==> src/hdl/cpu_pkg.sv <==
package cpu_pkg;

    localparam int XLEN       = 32;
    localparam int IMEM_DEPTH = 64;

    // major opcodes of the supported subset
    localparam logic [6:0] OPC_OP     = 7'b0110011;
    localparam logic [6:0] OPC_OP_IMM = 7'b0010011;
    localparam logic [6:0] OPC_LUI    = 7'b0110111;
    localparam logic [6:0] OPC_BRANCH = 7'b1100011;
    localparam logic [6:0] OPC_JAL    = 7'b1101111;

    localparam logic [2:0] F3_ADD_SUB = 3'b000;
    localparam logic [2:0] F3_SLL     = 3'b001;
    localparam logic [2:0] F3_SLT     = 3'b010;
    localparam logic [2:0] F3_XOR     = 3'b100;
    localparam logic [2:0] F3_SRL     = 3'b101;
    localparam logic [2:0] F3_OR      = 3'b110;
    localparam logic [2:0] F3_AND     = 3'b111;
    localparam logic [2:0] F3_MUL     = 3'b000; // M extension, funct7 = F7_MULDIV
    localparam logic [2:0] F3_DIVU    = 3'b101;
    localparam logic [2:0] F3_REMU    = 3'b111;
    localparam logic [2:0] F3_BEQ     = 3'b000;
    localparam logic [2:0] F3_BNE     = 3'b001;

    localparam logic [6:0] F7_BASE   = 7'b0000000;
    localparam logic [6:0] F7_SUB    = 7'b0100000;
    localparam logic [6:0] F7_MULDIV = 7'b0000001;

    typedef enum logic [3:0] {
        ALU_ADD, ALU_SUB, ALU_AND, ALU_OR, ALU_XOR,
        ALU_SLT, ALU_SLL, ALU_SRL, ALU_MUL, ALU_PASS_B
    } alu_op_t;

    // an all-zero value is a no-op: ADD with no register write
    typedef struct packed {
        alu_op_t    alu_op;
        logic       use_imm;
        logic       reg_write;
        logic       is_div;
        logic       div_rem;
        logic       is_branch;
        logic       branch_ne;
        logic       is_jump;
        logic [4:0] rd;
    } exec_op_t;

endpackage

==> src/hdl/exec_if.sv <==
`timescale 1ns/1ps

interface exec_if #(
    parameter int WIDTH = cpu_pkg::XLEN
)();

import cpu_pkg::*;

logic             valid;
exec_op_t         op;
logic [WIDTH-1:0] rs1_val;
logic [WIDTH-1:0] rs2_val;
logic [WIDTH-1:0] imm;
logic [WIDTH-1:0] pc;

// driven by the decode/execute register
modport producer (
    output valid, op, rs1_val, rs2_val, imm, pc
);

modport consumer (
    input valid, op, rs1_val, rs2_val, imm, pc
);

endinterface

==> src/hdl/writeback.sv <==
`timescale 1ns/1ps

module writeback #(
    parameter int WIDTH = cpu_pkg::XLEN
)(
    exec_if.consumer         ex,
    input  logic [WIDTH-1:0] alu_result,
    input  logic             branch_taken,
    input  logic [WIDTH-1:0] branch_target,
    input  logic             div_busy,
    input  logic             div_done,
    input  logic [WIDTH-1:0] quotient,
    input  logic [WIDTH-1:0] remainder,
    output logic             reg_write_w,
    output logic [4:0]       rd_w,
    output logic [WIDTH-1:0] result_w,
    output logic             redirect,
    output logic [WIDTH-1:0] redirect_pc,
    output logic             stall,
    output logic             flush
);

logic div_op;

assign div_op = ex.valid && ex.op.is_div;

// the start cycle has neither busy nor done, the iterations have busy
assign stall = div_op && (div_busy || !div_done);

// a divide writes only in its done cycle, everything else at once
assign reg_write_w = ex.valid && ex.op.reg_write && (!ex.op.is_div || div_done);
assign rd_w        = ex.op.rd;

always_comb begin
    if (ex.op.is_div) begin
        result_w = ex.op.div_rem ? remainder : quotient;
    end else begin
        result_w = alu_result;
    end
end

assign redirect    = ex.valid && (branch_taken || ex.op.is_jump);
assign redirect_pc = branch_target;
assign flush       = redirect; // kills the instructions in fetch/decode and decode/execute

endmodule

==> src/flat_wrapper.sv <==
// flat-port wrapper written by rule: the top's interface ports become plain ports
module writeback_flat 
#(
    parameter int WIDTH = cpu_pkg::XLEN
)
  (alu_result, branch_taken, branch_target, div_busy, div_done, quotient, remainder, reg_write_w, rd_w, result_w, redirect, redirect_pc, stall, flush, ex_valid, ex_op, ex_rs1_val, ex_rs2_val, ex_imm, ex_pc);
  exec_if #(.WIDTH(WIDTH)) ex_i ();
  input  logic [WIDTH-1:0] alu_result;
  input  logic branch_taken;
  input  logic [WIDTH-1:0] branch_target;
  input  logic div_busy;
  input  logic div_done;
  input  logic [WIDTH-1:0] quotient;
  input  logic [WIDTH-1:0] remainder;
  output logic reg_write_w;
  output logic [4:0] rd_w;
  output logic [WIDTH-1:0] result_w;
  output logic redirect;
  output logic [WIDTH-1:0] redirect_pc;
  output logic stall;
  output logic flush;
  input wire logic [$bits(ex_i.valid)-1:0] ex_valid;
  input wire logic [$bits(ex_i.op)-1:0] ex_op;
  input wire logic [$bits(ex_i.rs1_val)-1:0] ex_rs1_val;
  input wire logic [$bits(ex_i.rs2_val)-1:0] ex_rs2_val;
  input wire logic [$bits(ex_i.imm)-1:0] ex_imm;
  input wire logic [$bits(ex_i.pc)-1:0] ex_pc;
  assign ex_i.valid = ex_valid;
  assign ex_i.op = ex_op;
  assign ex_i.rs1_val = ex_rs1_val;
  assign ex_i.rs2_val = ex_rs2_val;
  assign ex_i.imm = ex_imm;
  assign ex_i.pc = ex_pc;
  writeback #(.WIDTH(WIDTH)) u_core (.ex(ex_i), .alu_result(alu_result), .branch_taken(branch_taken), .branch_target(branch_target), .div_busy(div_busy), .div_done(div_done), .quotient(quotient), .remainder(remainder), .reg_write_w(reg_write_w), .rd_w(rd_w), .result_w(result_w), .redirect(redirect), .redirect_pc(redirect_pc), .stall(stall), .flush(flush));
endmodule
==> config.mk <==
export PLATFORM = sky130hd
export DESIGN_NAME = writeback_flat
export DESIGN_NICKNAME = d
export VERILOG_FILES = /design/src/hdl/cpu_pkg.sv /design/src/hdl/exec_if.sv /design/src/hdl/writeback.sv /design/src/flat_wrapper.sv
export SDC_FILE = /design/constraint.sdc
export NUM_CORES = 1
export LEC_CHECK = 0
export BUFFER_PORTS_ARGS = -buffer_cell sky130_fd_sc_hd__buf_4
export CORE_AREA = 2 2 136 138
export DETAILED_ROUTE_END_ITERATION = 7
export DIE_AREA = 0 0 138 140
export GPL_ROUTABILITY_DRIVEN = 0
export SYNTH_ARGS = -nofsm -noshare
export SYNTH_HDL_FRONTEND = slang
export SYNTH_SLANG_ARGS = --single-unit
==> constraint.sdc <==
create_clock -name vclk -period 2.9
set_input_delay 0.87 -clock vclk [all_inputs]
set_output_delay 0.87 -clock vclk [all_outputs]
set_load 0.02 [all_outputs]
==> results.cfg <==
[synth]
yosysUniqueCellTypes = 12
syn_avg_cell_area_um2 = 6.81
yosysTopAreaCellShare = 0.313
synthSimpleGateAreaFrac = 0.121
yosys.area.top_type = mux2i_1
seq_area_frac_synth = 0
synth_compound_area_frac = 0.179
yosys-top-cells-count = buf_4, a21oi_1, mux2i_1, nor2_1, buf_2
yosysWarningCount = 0
synthMuxAreaShare = 0.313
synth.most_common_cell = buf_4
syn_nets = 426
synth_area_um2 = 1020
synth_fa_ha_area_frac = 0
synth_top_family_by_area = buffers and inverters
syn_inst = 150
synth_area_leaders = mux2i_1, buf_4, a21oi_1
synth_xor_area_frac = 0

[timing]
finalMaxSlewViolations = 0
setup_ws_ns = 0.219
finalSetupViolations = 0
maxClockFrequency_ghz = 0.373
worst_pin_slew_ns = 0.337
relSlewSlack = 0.775
min_period_over_period = 0.925
setup_tns_ns = 0
rsz0062_at_grt = false
hold_violations = 0
final.min_clock_period_ns = 2.68

[layout]
diodes = 0
clockBufferCount = 0
area.growth.synth_to_final_pct = 99.9
multi_input_area_um2 = 627
numSequentialCells = 0
seq_area_um2 = 0
drive_gt1_frac = 0.589
nets = 524
nFillCells = 2077

[setup_path]
cpPeakStageDelay_ns = 0.30
end_kind = primary output
path_common_cell = buf_4
critical_path_class = in -> out
arrival_ns = 1.81
critPathLaunchType = primary input
crit_chain = buf_4, buf_12, mux2i_1, a21oi_1, buf_4
required_ns = 2.03
slowest_stage = buf_4
crit_fanout = 15

[placement]
hpwl_um = 4790
io_buffers = 140
dp_slack_ns = 0.189

[grt]
grt_pass1_wl_um = 8110
grt_max_degree = 34
antenna_found_initial = 0
first_global_vias = 1388
grt_util_all_layers = 0.0528
grt_overflow_total = 0

[route]
drtPass1Iterations = 4
first_iter_violations = 5
drtAntennaViolNets = 0
wl_per_cell_um = 11.6
num_vias = 1346
routed_via_density = 2.83
drc = 0
drt_wl_total_um = 5530

[floorplanning]
die_height_um = 140
start_util = 0.0575
rows = 49
ios = 349
design.die.area_um2 = 19300
die_w_um = 138
core_area_um2 = 17800

[clock_network]
cts_resized = 0
post_cts_buffers = 0
hold_buffers = 0

[pwr]
p_leak_nw = 1.03
vdd_drop_max_mv = 0.0628
powerDensity_nw_per_um2 = 165

[hold_path]
hold_path.class = in -> out

[run_status]
status = complete, no violations

[run]
cap_violations = 0
-- cell families (layout without fill, tap and decap cells) --
| kind of cell | after synthesis | count (layout) |
|---|---|---|
| buf+inv | 50 | 146 |
| compound gates | 35 | 35 |
| simple gates | 33 | 33 |
| mux | 32 | 32 |
-- power by group --
part	switching (mW)	internal, mW
Combinational	0.150	0.186
Clock	0	0
Sequential	0	0
Total	0.150	0.186
-- critical path, delay by kind of cell --
family | cells | cell delay, ns
AO/OA/AOI/OAI | 1 | 0.08
multiplexers | 1 | 0.18
buffers and inverters | 3 | 0.66
-- cell usage in the layout (no fill, tap or decap) --
| master | n |
|---|---|
| buf_4 | 142 |
| a21oi_1 | 33 |
| mux2i_1 | 32 |
| nor2_1 | 32 |
| buf_12 | 3 |
| o21a_1 | 1 |
| inv_1 | 1 |
| o211a_1 | 1 |
| nand2_1 | 1 |
-- worst paths after layout --
check / start / to / slack (ns) / cells after the start
max: ex_op[8] / result_w[4] / 0.22 / 5
min: branch_target[0] / redirect_pc[0] / 1.74 / 0
-- routing by layer --
layer | wire length (um) | vias to the layer above | global-route usage
li1 | - | 667 | -
met1 | 2000 | 550 | 0.0588
met2 | 2440 | 113 | 0.0886
met3 | 980 | 16 | 0.0294
met4 | 104 | 0 | 0.0113
met5 | 0 | - | 0
-- metrics by stage --
stage          cell area [um2]  hold WS (ns)  instances  total power, mW  utilization
2_1_floorplan             1020          1.85        150            0.225            -
3_3_place_gp              2040          1.74        475            0.339        0.115
3_5_place_dp              2040          1.74        475            0.343        0.115
4_1_cts                   2040          1.74        475            0.343        0.115
5_1_grt                   2040          1.74        475            0.367        0.115
6_report                  2040          1.74        475            0.336        0.115
-- area by class of cell --
class | instances | share of cell area
timing repair buffer | 145 | 0.551
inverter | 1 | 0.00184
multi-input combinational | 100 | 0.307
tap | 229 | 0.140
Power figures use the tool's default switching activity.
