`config.mk`:
```
export PLATFORM = sky130hd
export DESIGN_NAME = fetch
export DESIGN_NICKNAME = d
export VERILOG_FILES = /design/src/hdl/cpu_pkg.sv /design/src/hdl/fetch.sv
export SDC_FILE = /design/constraint.sdc
export NUM_CORES = 2
export LEC_CHECK = 0
export BUFFER_PORTS_ARGS = -buffer_cell sky130_fd_sc_hd__buf_2
export CAP_MARGIN = 10
export CORE_UTILIZATION = 56
export DETAILED_ROUTE_END_ITERATION = 8
export PLACE_DENSITY = 0.75
export SLEW_MARGIN = 20
export SYNTH_ARGS = -nofsm -noshare
export SYNTH_HDL_FRONTEND = slang
export SYNTH_SLANG_ARGS = --single-unit
```
`constraint.sdc`:
```
create_clock -name clk -period 4.1 [get_ports clk]
set_input_delay 0.615 -clock clk [delete_from_list [all_inputs] [get_ports clk]]
set_output_delay 0.615 -clock clk [all_outputs]
set_load 0.01 [all_outputs]
```
`src/hdl/cpu_pkg.sv`:
```
package cpu_pkg;

    localparam int XLEN       = 32;
    localparam int IMEM_DEPTH = 64;

    // major opcodes of the supported subset
    localparam logic [6:0] OPC_OP     = 7'b0110011;
    localparam logic [6:0] OPC_OP_IMM = 7'b0010011;
    localparam logic [6:0] OPC_LUI    = 7'b0110111;
    localparam logic [6:0] OPC_BRANCH = 7'b1100011;
    localparam logic [6:0] OPC_JAL    = 7'b1101111;

    localparam logic [2:0] F3_ADD_SUB = 3'b000;
    localparam logic [2:0] F3_SLL     = 3'b001;
    localparam logic [2:0] F3_SLT     = 3'b010;
    localparam logic [2:0] F3_XOR     = 3'b100;
    localparam logic [2:0] F3_SRL     = 3'b101;
    localparam logic [2:0] F3_OR      = 3'b110;
    localparam logic [2:0] F3_AND     = 3'b111;
    localparam logic [2:0] F3_MUL     = 3'b000; // M extension, funct7 = F7_MULDIV
    localparam logic [2:0] F3_DIVU    = 3'b101;
    localparam logic [2:0] F3_REMU    = 3'b111;
    localparam logic [2:0] F3_BEQ     = 3'b000;
    localparam logic [2:0] F3_BNE     = 3'b001;

    localparam logic [6:0] F7_BASE   = 7'b0000000;
    localparam logic [6:0] F7_SUB    = 7'b0100000;
    localparam logic [6:0] F7_MULDIV = 7'b0000001;

    typedef enum logic [3:0] {
        ALU_ADD, ALU_SUB, ALU_AND, ALU_OR, ALU_XOR,
        ALU_SLT, ALU_SLL, ALU_SRL, ALU_MUL, ALU_PASS_B
    } alu_op_t;

    // an all-zero value is a no-op: ADD with no register write
    typedef struct packed {
        alu_op_t    alu_op;
        logic       use_imm;
        logic       reg_write;
        logic       is_div;
        logic       div_rem;
        logic       is_branch;
        logic       branch_ne;
        logic       is_jump;
        logic [4:0] rd;
    } exec_op_t;

endpackage

```
`src/hdl/fetch.sv`:
```
`timescale 1ns/1ps

module fetch #(
    parameter int WIDTH      = cpu_pkg::XLEN,
    parameter int IMEM_DEPTH = cpu_pkg::IMEM_DEPTH
)(
    input  logic                          clk,
    input  logic                          rst,
    input  logic                          prog_we,
    input  logic [$clog2(IMEM_DEPTH)-1:0] prog_addr,
    input  logic [WIDTH-1:0]              prog_data,
    input  logic                          stall,
    input  logic                          flush,
    input  logic                          redirect,
    input  logic [WIDTH-1:0]              redirect_pc,
    output logic [WIDTH-1:0]              pc_f,
    output logic [WIDTH-1:0]              instr_f,
    output logic [WIDTH-1:0]              pc_d,
    output logic [WIDTH-1:0]              instr_d,
    output logic                          valid_d
);

localparam int AW = $clog2(IMEM_DEPTH);

logic [WIDTH-1:0] imem [IMEM_DEPTH];

// the loader may only write while the core is held in reset
always_ff @(posedge clk) begin
    if (rst && prog_we) begin
        imem[prog_addr] <= prog_data;
    end
end

assign instr_f = imem[pc_f[AW+1:2]]; // pc bits above the array wrap around

always_ff @(posedge clk) begin
    if (rst) begin
        pc_f <= '0;
    end else if (redirect) begin
        pc_f <= redirect_pc;
    end else if (!stall) begin
        pc_f <= pc_f + WIDTH'(4);
    end
end

// fetch/decode register
always_ff @(posedge clk) begin
    if (rst || flush) begin
        valid_d <= 1'b0;
    end else if (!stall) begin
        valid_d <= 1'b1;
    end
end

always_ff @(posedge clk) begin
    if (!stall) begin
        pc_d    <= pc_f;
        instr_d <= instr_f;
    end
end

endmodule

```
==> flow_summary.toml <==
[setup_path]
cp-endpoint = "instr_f[18]"
rrSetupSlack_ns = 1.27
crit_fanout = 12
crit_path_end_kind = "output port"
arrival_ns = 3.54
rr_endpoint = "instr_d[18]"
r2r_cells = 7
start_kind = "register"
critPathKind = "register to output port"
cp.required_ns = 3.48

[status]
status = "complete, but fails checks"
violations = "negative setup slack"

[detailed_routing]
drt_iter0_markers = 5641
detail-route-antenna-nets = 0
viasPerCell = 6.75
routed_wl_mm = 212
drcViolationCount = 0
vias = 41100
wl_per_cell_um = 34.8
drtPass1Iterations = 5

[grt]
grt_pass1_vias = 40900
antenna_found_initial = 11
track_usage_pct = 28.8
overflow = 0
grt_pass1_wl_mm = 297
grt_start_max_net_pins = 67

[clock_tree]
clock_sinks = 2151
ctsHtreeMaxLevel = 4
clockRootBuffer = "clkbuf_16"
numCtsBuffers = 204
cts_tree = "done"
clk_latency_ns = 0.82
clk_path_buf_depth = 3
clkTransAtPathRegs_ns = 0.06

[synthesis]
synth_compound_area_share_pct = 1.78
synth_nets = 3627
ys_ff_latch = 2151
synth_cell_type_count = 47
synth_area_sq_mm = 0.0819
syn_inst = 3550
synthAdderAreaFrac_pct = 0.0153
ys.flop_type = "edfxtp_1"
synth_top_family_by_area = "multiplexers"
synth.area.mux_share_pct = 16.8
seq_area_frac_synth_pct = 78.3
yosys.area_share.simple_pct = 1.55
synth-xor-area-share_pct = 0.278
synth-edff-count = 2112
async_flop_share_pct = 0
yosysWarnings = 0
syn_avg_cell_area_sq_um = 23.1

[flow_run]
cap_violations = 0

[power_and_ir_drop]
power_frac_seq_pct = 53.2
pwr-share-clk_pct = 40.5
comb_power_share_pct = 6.3
p_int_mw = 36.2
p_sw_share_pct = 21.2
ir_drop_v = 0.000464
switching_power_mw = 9.76
p_leak_nw = 29.3
powerDensity_mw_per_mm2 = 488

[timing]
final_max_slew_viol_count = 0
fin_crit_sh_pct = 101
relSlewSlack_pct = 23.7
tightest_slew_ns = 1.14
hold_viol_final = 0
grt_setup_unrepaired = "yes"
finClkSkew_ns = 0.0292
holdWs_ns = 0.0620
final.setup.worst_slack_ns = -0.0538
finalSetupViolCount = 1
period_needed_ns = 4.15
fmax_mhz = 241

[layout]
final_nets = 4071
drive_gt1_share_pct = 33.2
fin_cells = 6085
area_delta_synth_final_pct = 14.9

[floorplan]
die_x_um = 385
num_io_pins = 205
initial_utilization_pct = 56.4
core.rowCount = 140
die_area_sq_mm = 0.148
fp.dieH_um = 385
core_area_sq_mm = 0.145

[place]
dp_hpwl_mm = 112
place_inst = 5673
gp_congestion = 0.819
pre_cts_slack_ns = 0.201
portBuffers = 204

[hold_path]
holdCritPathClass = "input pin to register"
Yosys cell counts (all sizes together), types with 11 or more instances:
| cell type | count | area share, % |
|---|---|---|
| a211oi | 18 | 0.16 |
| a21o | 11 | 0.10 |
| a21oi | 28 | 0.17 |
| a221oi | 31 | 0.33 |
| a22oi | 42 | 0.38 |
| buf | 120 | 0.90 |
| clkbuf | 70 | 0.32 |
| dfxtp | 39 | 0.95 |
| edfxtp | 2112 | 77 |
| mux2i | 131 | 1.6 |
| mux4 | 547 | 15 |
| nand2 | 60 | 0.27 |
| nand3 | 32 | 0.20 |
| nor2 | 114 | 0.52 |
| nor2b | 19 | 0.15 |
| o21ai | 28 | 0.17 |
| o22ai | 26 | 0.20 |
| xnor2 | 16 | 0.17 |
metal layers:
layer | GRT usage, % | up-vias | part of all wire [%]
li1 | - | 16000 | -
met1 | 39.8 | 21800 | 36
met2 | 45.7 | 2822 | 49
met3 | 5.46 | 432 | 11
met4 | 12.1 | 6 | 4.2
met5 | 0 | - | 0.020
power groups by stage:
| stage | registers [mW] | logic (mW) | clock network, mW |
|---|---|---|---|
| after global routing | 24.4 | 3.05 | 19.6 |
| after floorplan | 24.9 | 1.55 | 0 |
| after global placement | 24.9 | 2.66 | 0 |
| final | 24.4 | 2.91 | 18.6 |
| after detailed placement | 24.9 | 2.71 | 0 |
| after CTS | 24.4 | 2.87 | 18.7 |
critical path, stage by stage, from the launching register on:
cell      delay, ns
dfxtp_4        0.37
buf_12         0.18
buf_16         0.15
buf_8          0.16
mux4_2         0.51
mux2_2         0.29
o211ai_1       0.57
a21oi_2        0.24
buf_2          0.21
worst min path at each step:
stage | endpoint | startpoint | depth (start not counted) | slack (ns)
2_1_floorplan | valid_d | valid_d | 2 | 0.47
3_3_place_gp | pc_d[1] | pc_f[1] | 0 | 0.43
3_5_place_dp | pc_d[1] | pc_f[1] | 0 | 0.44
4_1_cts | pc_f[8] | redirect_pc[8] | 3 | 0.01
5_1_grt | pc_f[9] | redirect_pc[9] | 3 | 0.05
6_report | pc_f[8] | redirect_pc[8] | 3 | 0.06
sequential cells by signal, summed over array words and instances (netlist names), named ones only:
name and flops:
imem 2048, pc_f 32, valid_d 1, pc_d 32, instr_d 32
cell type report:
type / count / area, sq um
Antenna cell: 5 / 12.5
Inverter: 7 / 28.8
Tap cell: 1917 / 2400
Multi-Input combinational cell: 1202 / 17300
Clock inverter: 116 / 1100
Sequential cell: 2151 / 64200
Fill cell: 9094 / 51300
Clock buffer: 259 / 5430
Timing Repair Buffer: 428 / 3600
logic make-up (layout without fill, tap and decap cells):
group / Yosys count / count (layout)
xor+xnor: 26 / 26
buf+inv: 197 / 810
simple gates: 277 / 277
flops: 2151 / 2151
other cells: 0 / 5
compound gates: 210 / 210
mux: 688 / 688
fa+ha+maj: 1 / 1
cell usage in the layout, fill, tap and decap left out, types with 18 or more instances in the layout:
cell type,instances
a211oi_1,18
a21oi_1,25
a221oi_1,27
a22oi_1,33
buf_12,42
buf_2,196
buf_4,161
bufinv_16,20
clkbuf_1,48
clkbuf_16,211
clkinv_1,43
clkinv_2,38
dfxtp_1,33
edfxtp_1,2112
mux2i_1,129
mux4_2,547
nand2_1,52
nand3_1,32
nor2_1,46
nor2_4,62
nor2b_1,18
o22ai_1,25
stage by stage:
step	total power [mW]	util, %	area [sq um]	TNS (ns)
floorplan	26.4	-	81900	0
detailed placement	27.6	59.7	86800	0
CTS	46.0	64.6	93900	-0.255
finish	45.9	64.7	94100	-0.0538
global route	47.0	64.7	94100	-0.0522
global placement	27.6	59.7	86800	0
repair_timing:
| action | CTS | global route |
|---|---|---|
| setup buffers | 18 | 4 |
| hold buffers | 1 | 0 |
| endpoints found under the hold margin | 1 | 0 |
| resized for setup | 38 | 30 |
| gates cloned | 5 | 3 |
| pin swaps | 5 | 8 |
| endpoints found under the setup margin | 32 | 20 |
(Power assumes the default switching activity.)
