$ cat src/hdl/cpu_pkg.sv
package cpu_pkg;

    localparam int XLEN       = 32;
    localparam int IMEM_DEPTH = 64;

    // major opcodes of the supported subset
    localparam logic [6:0] OPC_OP     = 7'b0110011;
    localparam logic [6:0] OPC_OP_IMM = 7'b0010011;
    localparam logic [6:0] OPC_LUI    = 7'b0110111;
    localparam logic [6:0] OPC_BRANCH = 7'b1100011;
    localparam logic [6:0] OPC_JAL    = 7'b1101111;

    localparam logic [2:0] F3_ADD_SUB = 3'b000;
    localparam logic [2:0] F3_SLL     = 3'b001;
    localparam logic [2:0] F3_SLT     = 3'b010;
    localparam logic [2:0] F3_XOR     = 3'b100;
    localparam logic [2:0] F3_SRL     = 3'b101;
    localparam logic [2:0] F3_OR      = 3'b110;
    localparam logic [2:0] F3_AND     = 3'b111;
    localparam logic [2:0] F3_MUL     = 3'b000; // M extension, funct7 = F7_MULDIV
    localparam logic [2:0] F3_DIVU    = 3'b101;
    localparam logic [2:0] F3_REMU    = 3'b111;
    localparam logic [2:0] F3_BEQ     = 3'b000;
    localparam logic [2:0] F3_BNE     = 3'b001;

    localparam logic [6:0] F7_BASE   = 7'b0000000;
    localparam logic [6:0] F7_SUB    = 7'b0100000;
    localparam logic [6:0] F7_MULDIV = 7'b0000001;

    typedef enum logic [3:0] {
        ALU_ADD, ALU_SUB, ALU_AND, ALU_OR, ALU_XOR,
        ALU_SLT, ALU_SLL, ALU_SRL, ALU_MUL, ALU_PASS_B
    } alu_op_t;

    // an all-zero value is a no-op: ADD with no register write
    typedef struct packed {
        alu_op_t    alu_op;
        logic       use_imm;
        logic       reg_write;
        logic       is_div;
        logic       div_rem;
        logic       is_branch;
        logic       branch_ne;
        logic       is_jump;
        logic [4:0] rd;
    } exec_op_t;

endpackage

$ cat src/hdl/exec_if.sv
`timescale 1ns/1ps

interface exec_if #(
    parameter int WIDTH = cpu_pkg::XLEN
)();

import cpu_pkg::*;

logic             valid;
exec_op_t         op;
logic [WIDTH-1:0] rs1_val;
logic [WIDTH-1:0] rs2_val;
logic [WIDTH-1:0] imm;
logic [WIDTH-1:0] pc;

// driven by the decode/execute register
modport producer (
    output valid, op, rs1_val, rs2_val, imm, pc
);

modport consumer (
    input valid, op, rs1_val, rs2_val, imm, pc
);

endinterface

$ cat src/hdl/decode.sv
`timescale 1ns/1ps

module decode #(
    parameter int WIDTH = cpu_pkg::XLEN
)(
    input  logic             clk,
    input  logic             rst,
    input  logic [WIDTH-1:0] pc_d,
    input  logic [WIDTH-1:0] instr_d,
    input  logic             valid_d,
    input  logic             stall,
    input  logic             flush,
    input  logic             reg_write_w,
    input  logic [4:0]       rd_w,
    input  logic [WIDTH-1:0] result_w,
    output logic [WIDTH-1:0] a0,
    exec_if.producer         ex
);

import cpu_pkg::*;

logic [6:0]       opcode;
logic [2:0]       funct3;
logic [6:0]       funct7;
logic [4:0]       rs1;
logic [4:0]       rs2;
exec_op_t         op_d;
logic [WIDTH-1:0] imm_d;
logic [WIDTH-1:0] rs1_val_d;
logic [WIDTH-1:0] rs2_val_d;
logic [WIDTH-1:0] regs [32];

assign opcode = instr_d[6:0];
assign funct3 = instr_d[14:12];
assign funct7 = instr_d[31:25];
assign rs1    = instr_d[19:15];
assign rs2    = instr_d[24:20];

// ====================================================================
// instruction decoder
// ====================================================================
always_comb begin
    op_d    = '0;
    op_d.rd = instr_d[11:7];
    imm_d   = '0;
    case (opcode)
        OPC_OP: begin
            op_d.reg_write = 1'b1;
            if (funct7 == F7_MULDIV) begin
                case (funct3)
                    F3_MUL:  op_d.alu_op = ALU_MUL;
                    F3_DIVU: op_d.is_div = 1'b1;
                    F3_REMU: begin
                        op_d.is_div  = 1'b1;
                        op_d.div_rem = 1'b1;
                    end
                    default: op_d.reg_write = 1'b0; // high-word multiplies and signed divides
                endcase
            end else if (funct7 == F7_BASE) begin
                case (funct3)
                    F3_ADD_SUB: op_d.alu_op = ALU_ADD;
                    F3_SLL:     op_d.alu_op = ALU_SLL;
                    F3_SLT:     op_d.alu_op = ALU_SLT;
                    F3_XOR:     op_d.alu_op = ALU_XOR;
                    F3_SRL:     op_d.alu_op = ALU_SRL;
                    F3_OR:      op_d.alu_op = ALU_OR;
                    F3_AND:     op_d.alu_op = ALU_AND;
                    default:    op_d.reg_write = 1'b0; // sltu falls out as a no-op
                endcase
            end else if (funct7 == F7_SUB && funct3 == F3_ADD_SUB) begin
                op_d.alu_op = ALU_SUB;
            end else begin
                op_d.reg_write = 1'b0;
            end
        end
        OPC_OP_IMM: begin
            if (funct3 == F3_ADD_SUB) begin // only addi is supported
                op_d.use_imm   = 1'b1;
                op_d.reg_write = 1'b1;
                imm_d = {{(WIDTH-12){instr_d[31]}}, instr_d[31:20]};
            end
        end
        OPC_LUI: begin
            op_d.alu_op    = ALU_PASS_B;
            op_d.use_imm   = 1'b1;
            op_d.reg_write = 1'b1;
            imm_d = {{(WIDTH-32){instr_d[31]}}, instr_d[31:12], 12'b0};
        end
        OPC_BRANCH: begin
            op_d.is_branch = (funct3 == F3_BEQ) || (funct3 == F3_BNE);
            op_d.branch_ne = (funct3 == F3_BNE);
            imm_d = {{(WIDTH-12){instr_d[31]}}, instr_d[7], instr_d[30:25],
                     instr_d[11:8], 1'b0};
        end
        OPC_JAL: begin
            op_d.is_jump   = 1'b1;
            op_d.reg_write = 1'b1;
            imm_d = {{(WIDTH-20){instr_d[31]}}, instr_d[19:12], instr_d[20],
                     instr_d[30:21], 1'b0};
        end
        default: ;
    endcase
end

// ====================================================================
// register file, written from execute in the same cycle it is read here
// ====================================================================
always_ff @(posedge clk) begin
    if (rst) begin
        for (int i = 0; i < 32; i++) begin
            regs[i] <= '0;
        end
    end else if (reg_write_w && rd_w != 5'd0) begin
        regs[rd_w] <= result_w;
    end
end

assign rs1_val_d = (reg_write_w && rd_w != 5'd0 && rd_w == rs1) ? result_w : regs[rs1];
assign rs2_val_d = (reg_write_w && rd_w != 5'd0 && rd_w == rs2) ? result_w : regs[rs2];
assign a0        = regs[10];

// decode/execute register
always_ff @(posedge clk) begin
    if (rst || flush) begin
        ex.valid <= 1'b0;
    end else if (!stall) begin
        ex.valid <= valid_d;
    end
end

always_ff @(posedge clk) begin
    if (!stall) begin
        ex.op      <= op_d;
        ex.rs1_val <= rs1_val_d;
        ex.rs2_val <= rs2_val_d;
        ex.imm     <= imm_d;
        ex.pc      <= pc_d;
    end
end

endmodule

$ cat src/flat_wrapper.sv
// flat-port wrapper written by rule: the top's interface ports become plain ports
module decode_flat import cpu_pkg::*;
#(
    parameter int WIDTH = cpu_pkg::XLEN
)
  (clk, rst, pc_d, instr_d, valid_d, stall, flush, reg_write_w, rd_w, result_w, a0, ex_valid, ex_op, ex_rs1_val, ex_rs2_val, ex_imm, ex_pc);
  exec_if #(.WIDTH(WIDTH)) ex_i ();
  input  logic clk;
  input  logic rst;
  input  logic [WIDTH-1:0] pc_d;
  input  logic [WIDTH-1:0] instr_d;
  input  logic valid_d;
  input  logic stall;
  input  logic flush;
  input  logic reg_write_w;
  input  logic [4:0] rd_w;
  input  logic [WIDTH-1:0] result_w;
  output logic [WIDTH-1:0] a0;
  output wire logic [$bits(ex_i.valid)-1:0] ex_valid;
  output wire logic [$bits(ex_i.op)-1:0] ex_op;
  output wire logic [$bits(ex_i.rs1_val)-1:0] ex_rs1_val;
  output wire logic [$bits(ex_i.rs2_val)-1:0] ex_rs2_val;
  output wire logic [$bits(ex_i.imm)-1:0] ex_imm;
  output wire logic [$bits(ex_i.pc)-1:0] ex_pc;
  assign ex_valid = ex_i.valid;
  assign ex_op = ex_i.op;
  assign ex_rs1_val = ex_i.rs1_val;
  assign ex_rs2_val = ex_i.rs2_val;
  assign ex_imm = ex_i.imm;
  assign ex_pc = ex_i.pc;
  decode #(.WIDTH(WIDTH)) u_core (.clk(clk), .rst(rst), .pc_d(pc_d), .instr_d(instr_d), .valid_d(valid_d), .stall(stall), .flush(flush), .reg_write_w(reg_write_w), .rd_w(rd_w), .result_w(result_w), .a0(a0), .ex(ex_i));
endmodule
$ cat config.mk
export PLATFORM = sky130hd
export DESIGN_NAME = decode_flat
export DESIGN_NICKNAME = d
export VERILOG_FILES = /design/src/hdl/cpu_pkg.sv /design/src/hdl/exec_if.sv /design/src/hdl/decode.sv /design/src/flat_wrapper.sv
export SDC_FILE = /design/constraint.sdc
export NUM_CORES = 2
export LEC_CHECK = 0
export BUFFER_PORTS_ARGS = -buffer_cell sky130_fd_sc_hd__buf_2
export CELL_PAD_IN_SITES_DETAIL_PLACEMENT = 1
export CELL_PAD_IN_SITES_GLOBAL_PLACEMENT = 1
export CORE_MARGIN = 10
export CORE_UTILIZATION = 45
export DETAILED_ROUTE_END_ITERATION = 8
export GPL_ROUTABILITY_DRIVEN = 1
export HOLD_SLACK_MARGIN = 0.06
export PLACE_DENSITY = 0.74
export SLEW_MARGIN = 0
export SYNTH_ARGS = -nofsm -noshare
export SYNTH_HDL_FRONTEND = slang
export SYNTH_SLANG_ARGS = --single-unit
$ cat constraint.sdc
create_clock -name clk -period 9 [get_ports clk]
set_input_delay 1.8 -clock clk [delete_from_list [all_inputs] [get_ports clk]]
set_output_delay 1.8 -clock clk [all_outputs]
set_load 0.01 [all_outputs]
==> Implementation_results.wiki <==
{| class="wikitable"
! Metric !! Value
|-
| Clock transition at path regs || roughly 0.060 ns
|-
| Detailed Route Iter0 Violations || ~5300
|-
| Initial antenna violation count || 29
|-
| Maximum resistive drop on vdd || around 0.16 mV
|-
| Number of rows in the core area || approximately 130
|-
| Post-detailed-placement half-perimeter wirelength || 119000 um
|-
| Worst Path Required || 9.40 ns
|-
| Latest clock arrival within the worst-skew pair || just under 0.8 ns
|-
| Cell area after synthesis || a little under 60000 um^2
|-
| Setup repair after global routing missed its margin || false
|-
| Crit-path leading delay family || simple AND/OR/NAND/NOR gates
|-
| Max-slew violation total from the final report || 0
|-
| Category of the most critical setup path || in2reg
|-
| Maximum level of the CTS H-tree || 3
|-
| Logic depth of the worst path, buffers included || 7
|-
| Count of flip-flops with a built-in enable after synthesis || between 1000 and 1500
|-
| Flops & latches, synth || ~1200
|-
| Reg-to-reg critical path startpoint || u_core.regs[27][13]
|-
| Achievable clock frequency || 0.220 GHz
|-
| Total power divided by cell area || slightly above 200 nW/um^2
|-
| Final total power || about 13000 uW
|-
| Worst slew margin relative to its limit || between 4 and 5%
|-
| Hold bufs inserted after CTS || 0
|-
| Async set-or-reset flop fraction in the synthesized netlist || 0%
|-
| Layout area overhead || 11.6%
|-
| Detailed-route wire length || 212000 um
|-
| Worst reg-to-reg setup slack || ~6.9 ns
|-
| Number of vias in the routed layout || roughly 38000
|-
| Overall global routing resource usage || 28.5%
|-
| Mean routed wirelength per cell || approximately 37 um
|-
| Final hold slack || 0.618 ns
|-
| NumNets Final || between 3000 and 4000
|-
| Endpoint of the most critical setup path || u_core.regs[10][14]
|-
| Cell count of the worst reg-to-reg path || 4
|-
| Pin slew with the least headroom to its limit || between 1 and 1.5 ns
|-
| Ordered cell list for the critical path || buf_2 > buf_4 > nor2b_1 > nand3b_1 > nor2_4 > or2_2 > buf_4
|-
| Cell with the largest stage delay on the worst path || nor2_4
|-
| Post-route clock skew || between 0.02 and 0.025 ns
|-
| Non-Filler Instances || 5721
|-
| Top FF cell, synth || edfxtp_1
|-
| Startpoint kind of the worst setup timing path || input port
|-
| Final instance area || 65600 um^2
|-
| Share of layout cells above drive strength 1 || around 29%
|-
| Seq pwr share || 49.4%
|-
| Crit share post-route || just over 50%
|-
| TritonRoute pass-1 iters || 5
|-
| Number of buffers created by CTS || between 100 and 150
|-
| Total placed instance area || slightly above 60000 um^2
|-
| Initial Util || between 40% and 50%
|-
| Maximum number of pins on one net before global-route repair || 118
|-
| Maximum clock insertion buffer count || 3
|-
| Total global routing overflow || 0
|-
| Internal power of the cells || around 10000 uW
|-
| Commonest cells after routing, fill and taps aside || edfxtp_1, and2_1, mux4_2
|-
| Fillers || ~12000
|-
| Worst hold path type || reg2reg
|-
| Number of different library cells in the post-synthesis netlist || 50
|-
| Setup violation total in the final timing report || 0
|-
| Most frequent standard cell in the layout excluding fill and tap cells || edfxtp_1
|-
| Switching share of total power || 24.5%
|-
| Peak fanout along the critical path || 33
|-
| Placeable core region || between 100000 and 150000 um^2
|-
| Data arrival at the endpoint of the critical path || between 4 and 5 ns
|-
| Wire length of the first global-routing pass || between 200000 and 300000 um
|-
| CP bufs+invs || 3
|-
| Most used cell along the critical path || buf_4
|-
| Setup_tns || 0 ns
|-
| DRC violation count after routing || 0
|-
| Crit path largest cell delay || between 1 and 1.5 ns
|-
| PortBufs || around 280
|-
| Endpoint of the worst register-to-register path || u_core.ex.rs2_val[13]
|-
| Worst setup EP type || register
|-
| CTS tree || done
|-
| Synthesized area per cell || roughly 16 um^2
|-
| Die width || 381 um
|-
| Boundary pin count || 284
|-
| CTS resizes || 0
|-
| Remaining antenna violation count || 0
|-
| Gate count of the mapped netlist || around 3700
|-
| Number of warning messages in the yosys log || 0
|-
| Die height || approximately 380 um
|-
| CTS Root Cell || clkbuf_16
|-
| Leak pwr || 0.0225 uW
|-
| Dpl cells || 5482
|-
| Switching power || approximately 3200 uW
|-
| Die footprint || 145000 um^2
|-
| Number of setup buffers added after CTS || 0
|-
| DR vias/cell || 6.65
|-
| Combinational share of power || approximately a tenth
|-
| First element of the critical path || rst
|-
| Seq/Total Area, Yosys || roughly three fifths
|-
| Routability Congestion || 0.852
|-
| Clock group share of total power || between 40% and 50%
|-
| Final period demand of the worst path || roughly 4.5 ns
|-
| Count of endpoints failing hold in the final timing report || 0
|-
| Result of the run || complete, no violations
|-
| CTS sink count || between 1000 and 1500
|-
| Max Cap Violations || 0
|-
| Vias in the first global route || slightly below 40000
|}
-- stage by stage --
stage	util, %	worst slack, ns
final	50.6	4.46
after global routing	50.6	4.34
after CTS	50.6	4.56
after detailed placement	47.4	3.78
after global placement	47.4	3.80
after floorplan	-	3.92
-- registers in the layout, indices dropped and copies added (netlist names) --
register / cells
u_core.regs: 1024
u_core.ex.imm: 32
u_core.ex.pc: 32
u_core.ex.rs1_val: 32
u_core.ex.rs2_val: 32
u_core.ex.op: 16
u_core.ex.valid: 1
-- metal layers --
layer	wire length, um	part of all wire (%)	vias to the layer above	GRT usage (%)
li1	-	-	14763	-
met1	75600	36	20023	36.2
met2	101000	48	2653	45.7
met3	24500	12	595	6.47
met4	11300	5.3	20	14.9
met5	111	0.052	-	0
-- final cells by class --
cell class / instances / area, um^2 / share of cell area [%]
Tap cell: 1742 / 2180 / 3.32
Antenna cell: 15 / 37.5 / 0.0572
Clock inverter: 87 / 1020 / 1.55
Clock buffer: 137 / 3090 / 4.71
Multi-Input combinational cell: 2201 / 22000 / 33.5
Timing Repair Buffer: 364 / 2140 / 3.26
Sequential cell: 1169 / 35100 / 53.5
Inverter: 6 / 27.5 / 0.0420
-- power by group through the flow --
stage	sequential (uW)	clock, uW	combinational (uW)
after floorplan	6570	0	828
after global placement	6590	0	1320
after detailed placement	6630	0	1340
after CTS	6520	5340	1340
after global routing	6550	5540	1410
final	6520	5320	1360
-- cell usage after synthesis (4+ instances only) --
master / count / area share [%]
buf_1: 10 / 0.064
clkbuf_1: 254 / 1.6
nor2b_1: 12 / 0.13
nor3_1: 4 / 0.034
a21o_1: 19 / 0.24
buf_8: 7 / 0.18
nand2b_1: 5 / 0.053
xnor2_1: 6 / 0.089
mux2i_1: 13 / 0.22
and2_1: 994 / 11
a22o_1: 4 / 0.060
inv_1: 6 / 0.038
buf_2: 66 / 0.56
nand3_1: 16 / 0.14
nor2_1: 44 / 0.28
xor2_1: 5 / 0.074
o21ai_1: 63 / 0.54
buf_6: 24 / 0.46
or2_2: 32 / 0.34
mux4_2: 508 / 19
or3_1: 4 / 0.043
buf_4: 33 / 0.42
nand3b_1: 14 / 0.18
nand2_1: 73 / 0.47
nor4_1: 4 / 0.043
or4_1: 66 / 0.84
o22ai_1: 248 / 2.6
edfxtp_1: 1168 / 60
-- how the worst min path moves through the flow --
stage                               start         endpoint  slack (ns)  depth (start not counted)
after floorplan           u_core.ex.valid  u_core.ex.valid        0.54                          2
after global placement    u_core.ex.valid  u_core.ex.valid        0.51                          2
after detailed placement  u_core.ex.valid  u_core.ex.valid        0.54                          2
after CTS                 u_core.ex.valid  u_core.ex.valid        0.62                          2
after global routing      u_core.ex.valid  u_core.ex.valid        0.63                          2
final                     u_core.ex.valid  u_core.ex.valid        0.62                          2
-- cell families after synthesis --
| family | synth area share (%) |
|---|---|
| compound gates | 3.76 |
| xor+xnor | 0.164 |
| buf+inv | 3.35 |
| flops | 59.7 |
| mux | 19.7 |
| other cells | 0.00638 |
| simple gates | 13.3 |
-- worst register-to-register path, stage by stage, from the launching register on --
cell      delay, ns
edfxtp_1       0.41
mux4_2         0.49
o22ai_1        0.62
or4_1          0.23
o21ai_1        0.06
No activity file was read; power rests on OpenSTA's default activity.
