**config.mk**
```make
export PLATFORM = sky130hd
export DESIGN_NAME = div_unit_flat
export DESIGN_NICKNAME = d
export VERILOG_FILES = /design/src/hdl/cpu_pkg.sv /design/src/hdl/exec_if.sv /design/src/hdl/div_unit.sv /design/src/flat_wrapper.sv
export SDC_FILE = /design/constraint.sdc
export NUM_CORES = 1
export LEC_CHECK = 0
export BUFFER_PORTS_ARGS = -buffer_cell sky130_fd_sc_hd__buf_2
export CORE_MARGIN = 5
export CORE_UTILIZATION = 35
export DETAILED_ROUTE_END_ITERATION = 6
export PLACE_DENSITY = 0.6
export REMOVE_ABC_BUFFERS = 1
export SYNTH_ARGS = -nofsm -noshare
export SYNTH_HDL_FRONTEND = slang
export SYNTH_SLANG_ARGS = --single-unit
export TNS_END_PERCENT = 50
```
**constraint.sdc**
```tcl
create_clock -name clk -period 8 [get_ports clk]
set_clock_uncertainty 0.1 [all_clocks]
set_input_delay 0.8 -clock clk [delete_from_list [all_inputs] [get_ports clk]]
set_output_delay 0.8 -clock clk [all_outputs]
set_load 0.05 [all_outputs]
```
**src/hdl/cpu_pkg.sv**
```systemverilog
package cpu_pkg;

    localparam int XLEN       = 32;
    localparam int IMEM_DEPTH = 64;

    // major opcodes of the supported subset
    localparam logic [6:0] OPC_OP     = 7'b0110011;
    localparam logic [6:0] OPC_OP_IMM = 7'b0010011;
    localparam logic [6:0] OPC_LUI    = 7'b0110111;
    localparam logic [6:0] OPC_BRANCH = 7'b1100011;
    localparam logic [6:0] OPC_JAL    = 7'b1101111;

    localparam logic [2:0] F3_ADD_SUB = 3'b000;
    localparam logic [2:0] F3_SLL     = 3'b001;
    localparam logic [2:0] F3_SLT     = 3'b010;
    localparam logic [2:0] F3_XOR     = 3'b100;
    localparam logic [2:0] F3_SRL     = 3'b101;
    localparam logic [2:0] F3_OR      = 3'b110;
    localparam logic [2:0] F3_AND     = 3'b111;
    localparam logic [2:0] F3_MUL     = 3'b000; // M extension, funct7 = F7_MULDIV
    localparam logic [2:0] F3_DIVU    = 3'b101;
    localparam logic [2:0] F3_REMU    = 3'b111;
    localparam logic [2:0] F3_BEQ     = 3'b000;
    localparam logic [2:0] F3_BNE     = 3'b001;

    localparam logic [6:0] F7_BASE   = 7'b0000000;
    localparam logic [6:0] F7_SUB    = 7'b0100000;
    localparam logic [6:0] F7_MULDIV = 7'b0000001;

    typedef enum logic [3:0] {
        ALU_ADD, ALU_SUB, ALU_AND, ALU_OR, ALU_XOR,
        ALU_SLT, ALU_SLL, ALU_SRL, ALU_MUL, ALU_PASS_B
    } alu_op_t;

    // an all-zero value is a no-op: ADD with no register write
    typedef struct packed {
        alu_op_t    alu_op;
        logic       use_imm;
        logic       reg_write;
        logic       is_div;
        logic       div_rem;
        logic       is_branch;
        logic       branch_ne;
        logic       is_jump;
        logic [4:0] rd;
    } exec_op_t;

endpackage

```
**src/hdl/exec_if.sv**
```systemverilog
`timescale 1ns/1ps

interface exec_if #(
    parameter int WIDTH = cpu_pkg::XLEN
)();

import cpu_pkg::*;

logic             valid;
exec_op_t         op;
logic [WIDTH-1:0] rs1_val;
logic [WIDTH-1:0] rs2_val;
logic [WIDTH-1:0] imm;
logic [WIDTH-1:0] pc;

// driven by the decode/execute register
modport producer (
    output valid, op, rs1_val, rs2_val, imm, pc
);

modport consumer (
    input valid, op, rs1_val, rs2_val, imm, pc
);

endinterface

```
**src/hdl/div_unit.sv**
```systemverilog
`timescale 1ns/1ps

module div_unit #(
    parameter int WIDTH = cpu_pkg::XLEN
)(
    input  logic             clk,
    input  logic             rst,
    exec_if.consumer         ex,
    output logic             div_busy,
    output logic             div_done,
    output logic [WIDTH-1:0] quotient,
    output logic [WIDTH-1:0] remainder
);

localparam int CW = $clog2(WIDTH);

logic [CW-1:0]    count;
logic [WIDTH-1:0] divisor;
logic [WIDTH:0]   partial;
logic             fits;
logic             start;

// a divide still sitting in execute while done is high must not restart
assign start   = ex.valid && ex.op.is_div && !div_busy && !div_done;
assign partial = {remainder, quotient[WIDTH-1]};
assign fits    = partial >= {1'b0, divisor};

always_ff @(posedge clk) begin
    if (rst) begin
        div_busy <= 1'b0;
        div_done <= 1'b0;
        count    <= '0;
    end else begin
        div_done <= 1'b0;
        if (start) begin
            div_busy <= 1'b1;
            count    <= CW'(WIDTH-1);
        end else if (div_busy) begin
            if (count == '0) begin
                div_busy <= 1'b0;
                div_done <= 1'b1; // one cycle after the last iteration
            end else begin
                count <= count - 1'b1;
            end
        end
    end
end

// restoring shift-subtract, one quotient bit per cycle
// with a zero divisor every step fits, so the quotient fills with ones
// and the remainder collects the dividend unchanged
always_ff @(posedge clk) begin
    if (start) begin
        remainder <= '0;
        quotient  <= ex.rs1_val;
        divisor   <= ex.rs2_val;
    end else if (div_busy) begin
        remainder <= fits ? partial[WIDTH-1:0] - divisor : partial[WIDTH-1:0];
        quotient  <= {quotient[WIDTH-2:0], fits};
    end
end

endmodule

```
**src/flat_wrapper.sv**
```systemverilog
// flat-port wrapper written by rule: the top's interface ports become plain ports
module div_unit_flat 
#(
    parameter int WIDTH = cpu_pkg::XLEN
)
  (clk, rst, div_busy, div_done, quotient, remainder, ex_valid, ex_op, ex_rs1_val, ex_rs2_val, ex_imm, ex_pc);
  exec_if #(.WIDTH(WIDTH)) ex_i ();
  input  logic clk;
  input  logic rst;
  output logic div_busy;
  output logic div_done;
  output logic [WIDTH-1:0] quotient;
  output logic [WIDTH-1:0] remainder;
  input wire logic [$bits(ex_i.valid)-1:0] ex_valid;
  input wire logic [$bits(ex_i.op)-1:0] ex_op;
  input wire logic [$bits(ex_i.rs1_val)-1:0] ex_rs1_val;
  input wire logic [$bits(ex_i.rs2_val)-1:0] ex_rs2_val;
  input wire logic [$bits(ex_i.imm)-1:0] ex_imm;
  input wire logic [$bits(ex_i.pc)-1:0] ex_pc;
  assign ex_i.valid = ex_valid;
  assign ex_i.op = ex_op;
  assign ex_i.rs1_val = ex_rs1_val;
  assign ex_i.rs2_val = ex_rs2_val;
  assign ex_i.imm = ex_imm;
  assign ex_i.pc = ex_pc;
  div_unit #(.WIDTH(WIDTH)) u_core (.clk(clk), .rst(rst), .ex(ex_i), .div_busy(div_busy), .div_done(div_done), .quotient(quotient), .remainder(remainder));
endmodule
```
==> impl_metrics.csv, run 1 <==
group,metric,value,unit
drt,drcViolationCount,0,
drt,drt_pass1_iterations,5,
job,maxCapViolCount,0,
logic_synthesis,synth_area,0.00577,mm2
final_layout,antenna_cells,0,
grt,gr-usage-met1,19.0,%
clock_tree,cts_tree,"done",
power,p_leak,3.23,nW
timing,max-slew-margin-rel,18.8,%
grt,grtUsageMet3,5.94,%
final_layout,nets,901,
setup_path,critPathKind,"register to register",
timing,period_share,46.0,%
setup_path,path_max_fanout,38,
logic_synthesis,syn_area_per_cell,9.72,um2
timing,fin_crit,3.68,ns
logic_synthesis,synth_ff_type,"edfxtp_1",
setup_path,cp-end-kind,"register",
placed_design,dp.cells,928,
grt,grt_pass1_vias,4981,
clock_tree,post-cts-setup-buffer-count,0,
die,core,0.0164,mm2
die,rows,47,
logic_synthesis,yosys_warnings,0,
placed_design,portBuffers,133,
logic_synthesis,async_flop_share,0,%
clock_tree,ctsLongestPathBuffers,2,
timing,rsz0062_at_grt,"no",
clock_tree,cts_resized,0,
final_layout,area_growth,20.0,%
placed_design,hpwl,10700,um
timing,fin_setup_tns,0,ns
grt,grtUsageTotal,15.4,%
power,p_per_area,351,mW/mm2
timing,setup_viol,0,
die,dieWidth,138,um
grt,busiest_layer,"met2",
timing,max_freq,0.272,GHz
drt,avgViaCountPerCell,5.08,
die,ios,213,
final_layout,drive_gt1_share,22.4,%
final_layout,final_area,0.00693,mm2
logic_synthesis,synth_edf_count,64,
clock_tree,cts_hold_buf,0,
setup_path,cp.required,8.11,ns
clock_tree,htreeDepth,3,
placed_design,dpl_cell_area,0.00665,mm2
timing,layout_setup_ws,4.32,ns
drt,drt_wl_total,14600,um
logic_synthesis,ys_ff_latch,103,
timing,finalMaxSlewViolations,0,
clock_tree,clk_latency,0.36,ns
grt,grt_remaining_overflow,0,
power,power,2.43,mW
drt,drt-initial-drc-count,245,
clock_tree,cts_sinks,103,
timing,hold_viol_final,0,
clock_tree,clkTransAtPathRegs,0.07,ns
grt,grt_pass1_wl,24600,um
die,die_area,0.0192,mm2
grt,grt_max_degree,67,
die,die-height,138,um
worst_hold_path,min_path_type,"register to register",
drt,ant_nets,0,
drt,wl_per_cell,15.5,um
logic_synthesis,syn_inst,594,
clock_tree,numCtsBuffers,9,
clock_tree,clockRootBuffer,"clkbuf_16",
logic_synthesis,ys_types,60,
die,start_util,35.2,%
grt,grt_use_met2,25.3,%
final_layout,layout.cells.non_filler,944,
logic_synthesis,synth-seq-area-share,46.8,%
placed_design,gp_congestion,0.869,
timing,worst_pin_slew,1.22,ns
power,ir_worst_vdd,0.121,mV
grt,antenna_found_initial,2,
placed_design,pre_cts_ws,4.27,ns
drt,num_vias,4792,
run_status,status,"finished, final reports clean",
setup_path,arrival,3.79,ns
setup_path,worst_setup_path_start_kind,"register",
==> flip-flops by register name (all words and copies together), names as in the netlist <==
signal / cells
u_core.div_busy: 1
u_core.div_done: 1
u_core.divisor: 32
u_core.remainder: 32
u_core.quotient: 32
u_core.count: 5
==> layout by cell type, fill, tap and decap left out, drive strengths merged, types with 13 or more instances in the layout <==
cell and n:
a21oi 38, a32oi 13, dfxtp 39, a22o 19
nor2 13, o21ai 31, mux2 14, nand2 124
xnor2 18, edfxtp 64, buf 138, inv 43
ha 34
==> worst paths after layout <==
| kind | start | to | slack (ns) | cells past startpoint |
|---|---|---|---|---|
| worst max-delay path | u_core.divisor[14] | u_core.remainder[23] | 4.32 | 10 |
| worst min-delay path | u_core.count[0] | u_core.count[0] | 0.42 | 1 |
| worst max register to register | u_core.divisor[14] | u_core.remainder[23] | 4.32 | 10 |
| worst min register to register | u_core.count[0] | u_core.count[0] | 0.42 | 1 |
==> synthesized netlist by cell type (all sizes together) (2+ instances only) <==
cell type / count / area, um2
or3: 4 / 25.0
edfxtp: 64 / 1920
buf: 6 / 37.5
mux2i: 2 / 20.0
a31oi: 6 / 37.5
and3: 6 / 37.5
a21oi: 38 / 190
and2: 5 / 33.8
a21o: 11 / 82.6
nand4: 4 / 31.3
or2: 2 / 12.5
xor2: 10 / 87.6
nand4b: 2 / 17.5
inv: 38 / 143
clkbuf: 18 / 67.6
o211ai: 3 / 22.5
ha: 34 / 425
mux2: 14 / 158
o31ai: 3 / 22.5
dfxtp: 39 / 781
a21boi: 2 / 15.0
nand2b: 7 / 43.8
a32oi: 13 / 114
xnor2: 18 / 158
a211oi: 5 / 37.5
nand2: 124 / 465
or4b: 3 / 30.0
a22o: 19 / 166
nor3: 8 / 40.0
o21ai: 31 / 155
nand3: 11 / 55.1
o21a: 8 / 60.1
o31a: 2 / 17.5
nor2: 13 / 48.8
nor2b: 4 / 25.0
==> logic make-up (layout without fill, tap and decap cells) <==
kind of cell | count (synthesis) | after routing | synth area share (%)
flops | 103 | 103 | 46.8
mux | 16 | 16 | 3.08
simple gates | 198 | 198 | 16.0
fa+ha+maj | 35 | 35 | 7.72
buf+inv | 63 | 193 | 4.36
compound gates | 151 | 151 | 17.8
xor+xnor | 28 | 28 | 4.25
==> per-stage QoR <==
| step | hold slack (ns) | util (%) |
|---|---|---|
| after global routing | 0.457 | 42.2 |
| after global placement | 0.378 | 40.5 |
| after detailed placement | 0.406 | 40.5 |
| after CTS | 0.419 | 42.2 |
| final | 0.419 | 42.2 |
| after floorplan | 0.357 | - |
==> layer usage <==
| metal | up-vias | wire length [um] | share of wire (%) |
|---|---|---|---|
| met5 | - | 14 | 0.096 |
| met4 | 4 | 183 | 1.3 |
| met3 | 18 | 1300 | 8.9 |
| met2 | 157 | 6690 | 46 |
| met1 | 2221 | 6400 | 44 |
| li1 | 2392 | - | - |
==> final cells by class <==
type / instances / area (um2)
clock buffer: 9 / 225
clock inverter: 7 / 53.8
fill: 1631 / 9480
inverter: 39 / 146
multi-input combinational: 428 / 2820
sequential: 103 / 2700
tap: 220 / 275
timing repair buffer: 138 / 703
==> critical path, stage by stage (launching register included) <==
cell and delay (ns):
edfxtp_1 0.33, inv_1 0.05, ha_1 0.35, a21o_1 0.21, a21o_1 0.17, a21oi_1 0.34
o22ai_1 0.24, o311ai_4 0.58, and2_4 0.57, nand2b_1 0.44, o21ai_0 0.16
==> report_power, final <==
group	leakage [nW]	switching (mW)	internal, mW
registers	0.923	0.0867	0.676
clock network	0.138	0.208	0.215
logic	2.17	0.814	0.430
total	3.23	1.11	1.32
(Power assumes the default switching activity.)
==> inputs of run 2 (changes only) <==
--- a/config.mk
+++ b/config.mk
@@ -9,7 +9,7 @@
 export CORE_MARGIN = 5
 export CORE_UTILIZATION = 35
 export DETAILED_ROUTE_END_ITERATION = 6
-export PLACE_DENSITY = 0.6
+export PLACE_DENSITY = 0.62
 export REMOVE_ABC_BUFFERS = 1
 export SYNTH_ARGS = -nofsm -noshare
 export SYNTH_HDL_FRONTEND = slang
==> constraint.sdc (replaced) <==
create_clock -name clk -period 3.1 [get_ports clk]
set_clock_uncertainty 0.1 [all_clocks]
set_input_delay 0.31 -clock clk [delete_from_list [all_inputs] [get_ports clk]]
set_output_delay 0.31 -clock clk [all_outputs]
set_load 0.05 [all_outputs]
==> run 2 against run 1 <==
Net effect:
- largest power group unchanged
- utilization up 3.3 points
- critical endpoint is now u_core.remainder[21]
- sequential share of layout area down 2.8 points
- fmax is 24% higher
==> impl_metrics.csv, run 2 (synthesis gave the netlist of run 1 again) <==
group,metric,value,unit
timing,period_share,95.6,%
setup_path,path_max_fanout,7,
clock_tree,ctsLongestPathBuffers,2,
die,dieWidth,138,um
final_layout,utilization,45.5,%
power,ir_worst_vdd,0.394,mV
clock_tree,cts_tree,"done",
drt,drt_wl_total,15500,um
drt,drcViolationCount,0,
timing,hold_viol_final,0,
setup_path,cp_cell_sequence,"inv_1, ha_1, nand4_2, or4_4, nor4_4, o311ai_4, and2_4, buf_4, or4b_1, nand3_1",
placed_design,pre_cts_ws,-0.0189,ns
clock_tree,clk_latency,0.36,ns
final_layout,layout_common_cells,"buf_2 (133), nand2_1 (124), edfxtp_1 (64), buf_4 (53), dfxtp_1 (39)",
timing,fin_setup_tns,0,ns
timing,finalMaxSlewViolations,0,
placed_design,portBuffers,133,
timing,worst_pin_slew,0.544,ns
final_layout,num-fill-cells,1617,
timing,layout_setup_ws,0.138,ns
setup_path,cpPeakStageDelay,0.58,ns
timing,max_freq,0.338,GHz
grt,grtUsageTotal,16.0,%
die,ios,213,
clock_tree,clkTransAtPathRegs,0.07,ns
final_layout,final_common_cell,"buf_2",
grt,grt_pass1_vias,4945,
final_layout,area_growth,29.4,%
job,maxCapViolCount,0,
clock_tree,cts_sinks,103,
grt,grt_max_degree,46,
clock_tree,clockRootBuffer,"clkbuf_16",
power,p_per_area,924,mW/mm2
setup_path,critPathKind,"register to register",
drt,ant_nets,0,
power,power,6.90,mW
final_layout,drive_gt1_share,28.7,%
die,die_area,0.0192,mm2
clock_tree,numCtsBuffers,9,
die,core,0.0164,mm2
drt,num_vias,4971,
setup_path,cp-end-kind,"register",
grt,grt_remaining_overflow,0,
drt,drt-initial-drc-count,216,
run_status,status,"finished, final reports clean",
final_layout,antenna_cells,0,
timing,fin_crit,2.96,ns
drt,wl_per_cell,15.5,um
drt,avgViaCountPerCell,4.97,
setup_path,slowest_stage,"or4_4",
setup_path,cp.required,3.29,ns
setup_path,arrival,3.16,ns
placed_design,gp_congestion,0.838,
grt,grt_pass1_wl,25000,um
die,start_util,35.2,%
final_layout,top_regs,"u_core.divisor: 32 flops, u_core.quotient: 32 flops, u_core.remainder: 32 flops",
placed_design,hpwl,11200,um
drt,drt_pass1_iterations,4,
power,p_leak,3.52,nW
die,rows,47,
timing,max-slew-margin-rel,63.7,%
setup_path,worst_setup_path_start_kind,"register",
die,die-height,138,um
clock_tree,htreeDepth,3,
grt,antenna_found_initial,0,
final_layout,nets,957,
worst_hold_path,min_path_type,"primary input to register",
timing,setup_viol,0,
run 2: worst paths after layout:
path	from	cells after the start	endpoint	slack, ns
max	u_core.divisor[22]	10	u_core.remainder[21]	0.14
min	ex_rs2_val[9]	1	u_core.divisor[9]	0.02
max reg2reg	u_core.divisor[22]	10	u_core.remainder[21]	0.14
min reg2reg	u_core.count[0]	1	u_core.count[0]	0.41
run 2: repair_timing:
item,in CTS,in global routing
hold buffers,3,2
pin swaps,1,2
cloned,1,1
buffers inserted,0,4
endpoints found under the setup margin,2,23
resized for setup,2,12
hold endpoints to repair,3,2
run 2: report_power, final:
group | internal (mW) | leakage [nW] | switching, mW
Combinational | 1.46 | 2.45 | 2.30
Clock | 0.659 | 0.148 | 0.543
Sequential | 1.74 | 0.923 | 0.187
run 2: critical path: cells and delay by family, from the launching register on:
family,cells,cell delay [ns]
compound gates,1,0.18
fa+ha+maj,1,0.31
buf+inv,2,0.22
flops,1,0.32
simple gates,6,1.78
run 2: area by class of cell:
type                    instances  area [um2]  share of cell area [%]
clock buffers                  11         243                    3.25
clock inverters                 5        66.3                   0.888
inverters                      39         146                    1.96
multi-input cells             430        2900                    38.9
flip-flops and latches        103        2700                    36.2
well taps                     220         275                    3.69
repair buffers                192        1130                    15.2
run 2: routing by layer:
| layer | track usage, % | routed length [um] | vias to the layer above |
|---|---|---|---|
| li1 | - | - | 2509 |
| met1 | 20.6 | 7110 | 2307 |
| met2 | 25.3 | 7020 | 143 |
| met3 | 6.04 | 1220 | 12 |
| met4 | 4.21 | 163 | 0 |
| met5 | 0 | 0 | - |
run 2: through the flow:
stage                     hold slack [ns]  instance area, um2  std cells
after floorplan                     0.279                5670        570
after global placement              0.388                7000        973
after detailed placement            0.388                7000        973
after CTS                        0.000401                7350        993
after global routing             0.000677                7470       1000
final                              0.0192                7470       1000
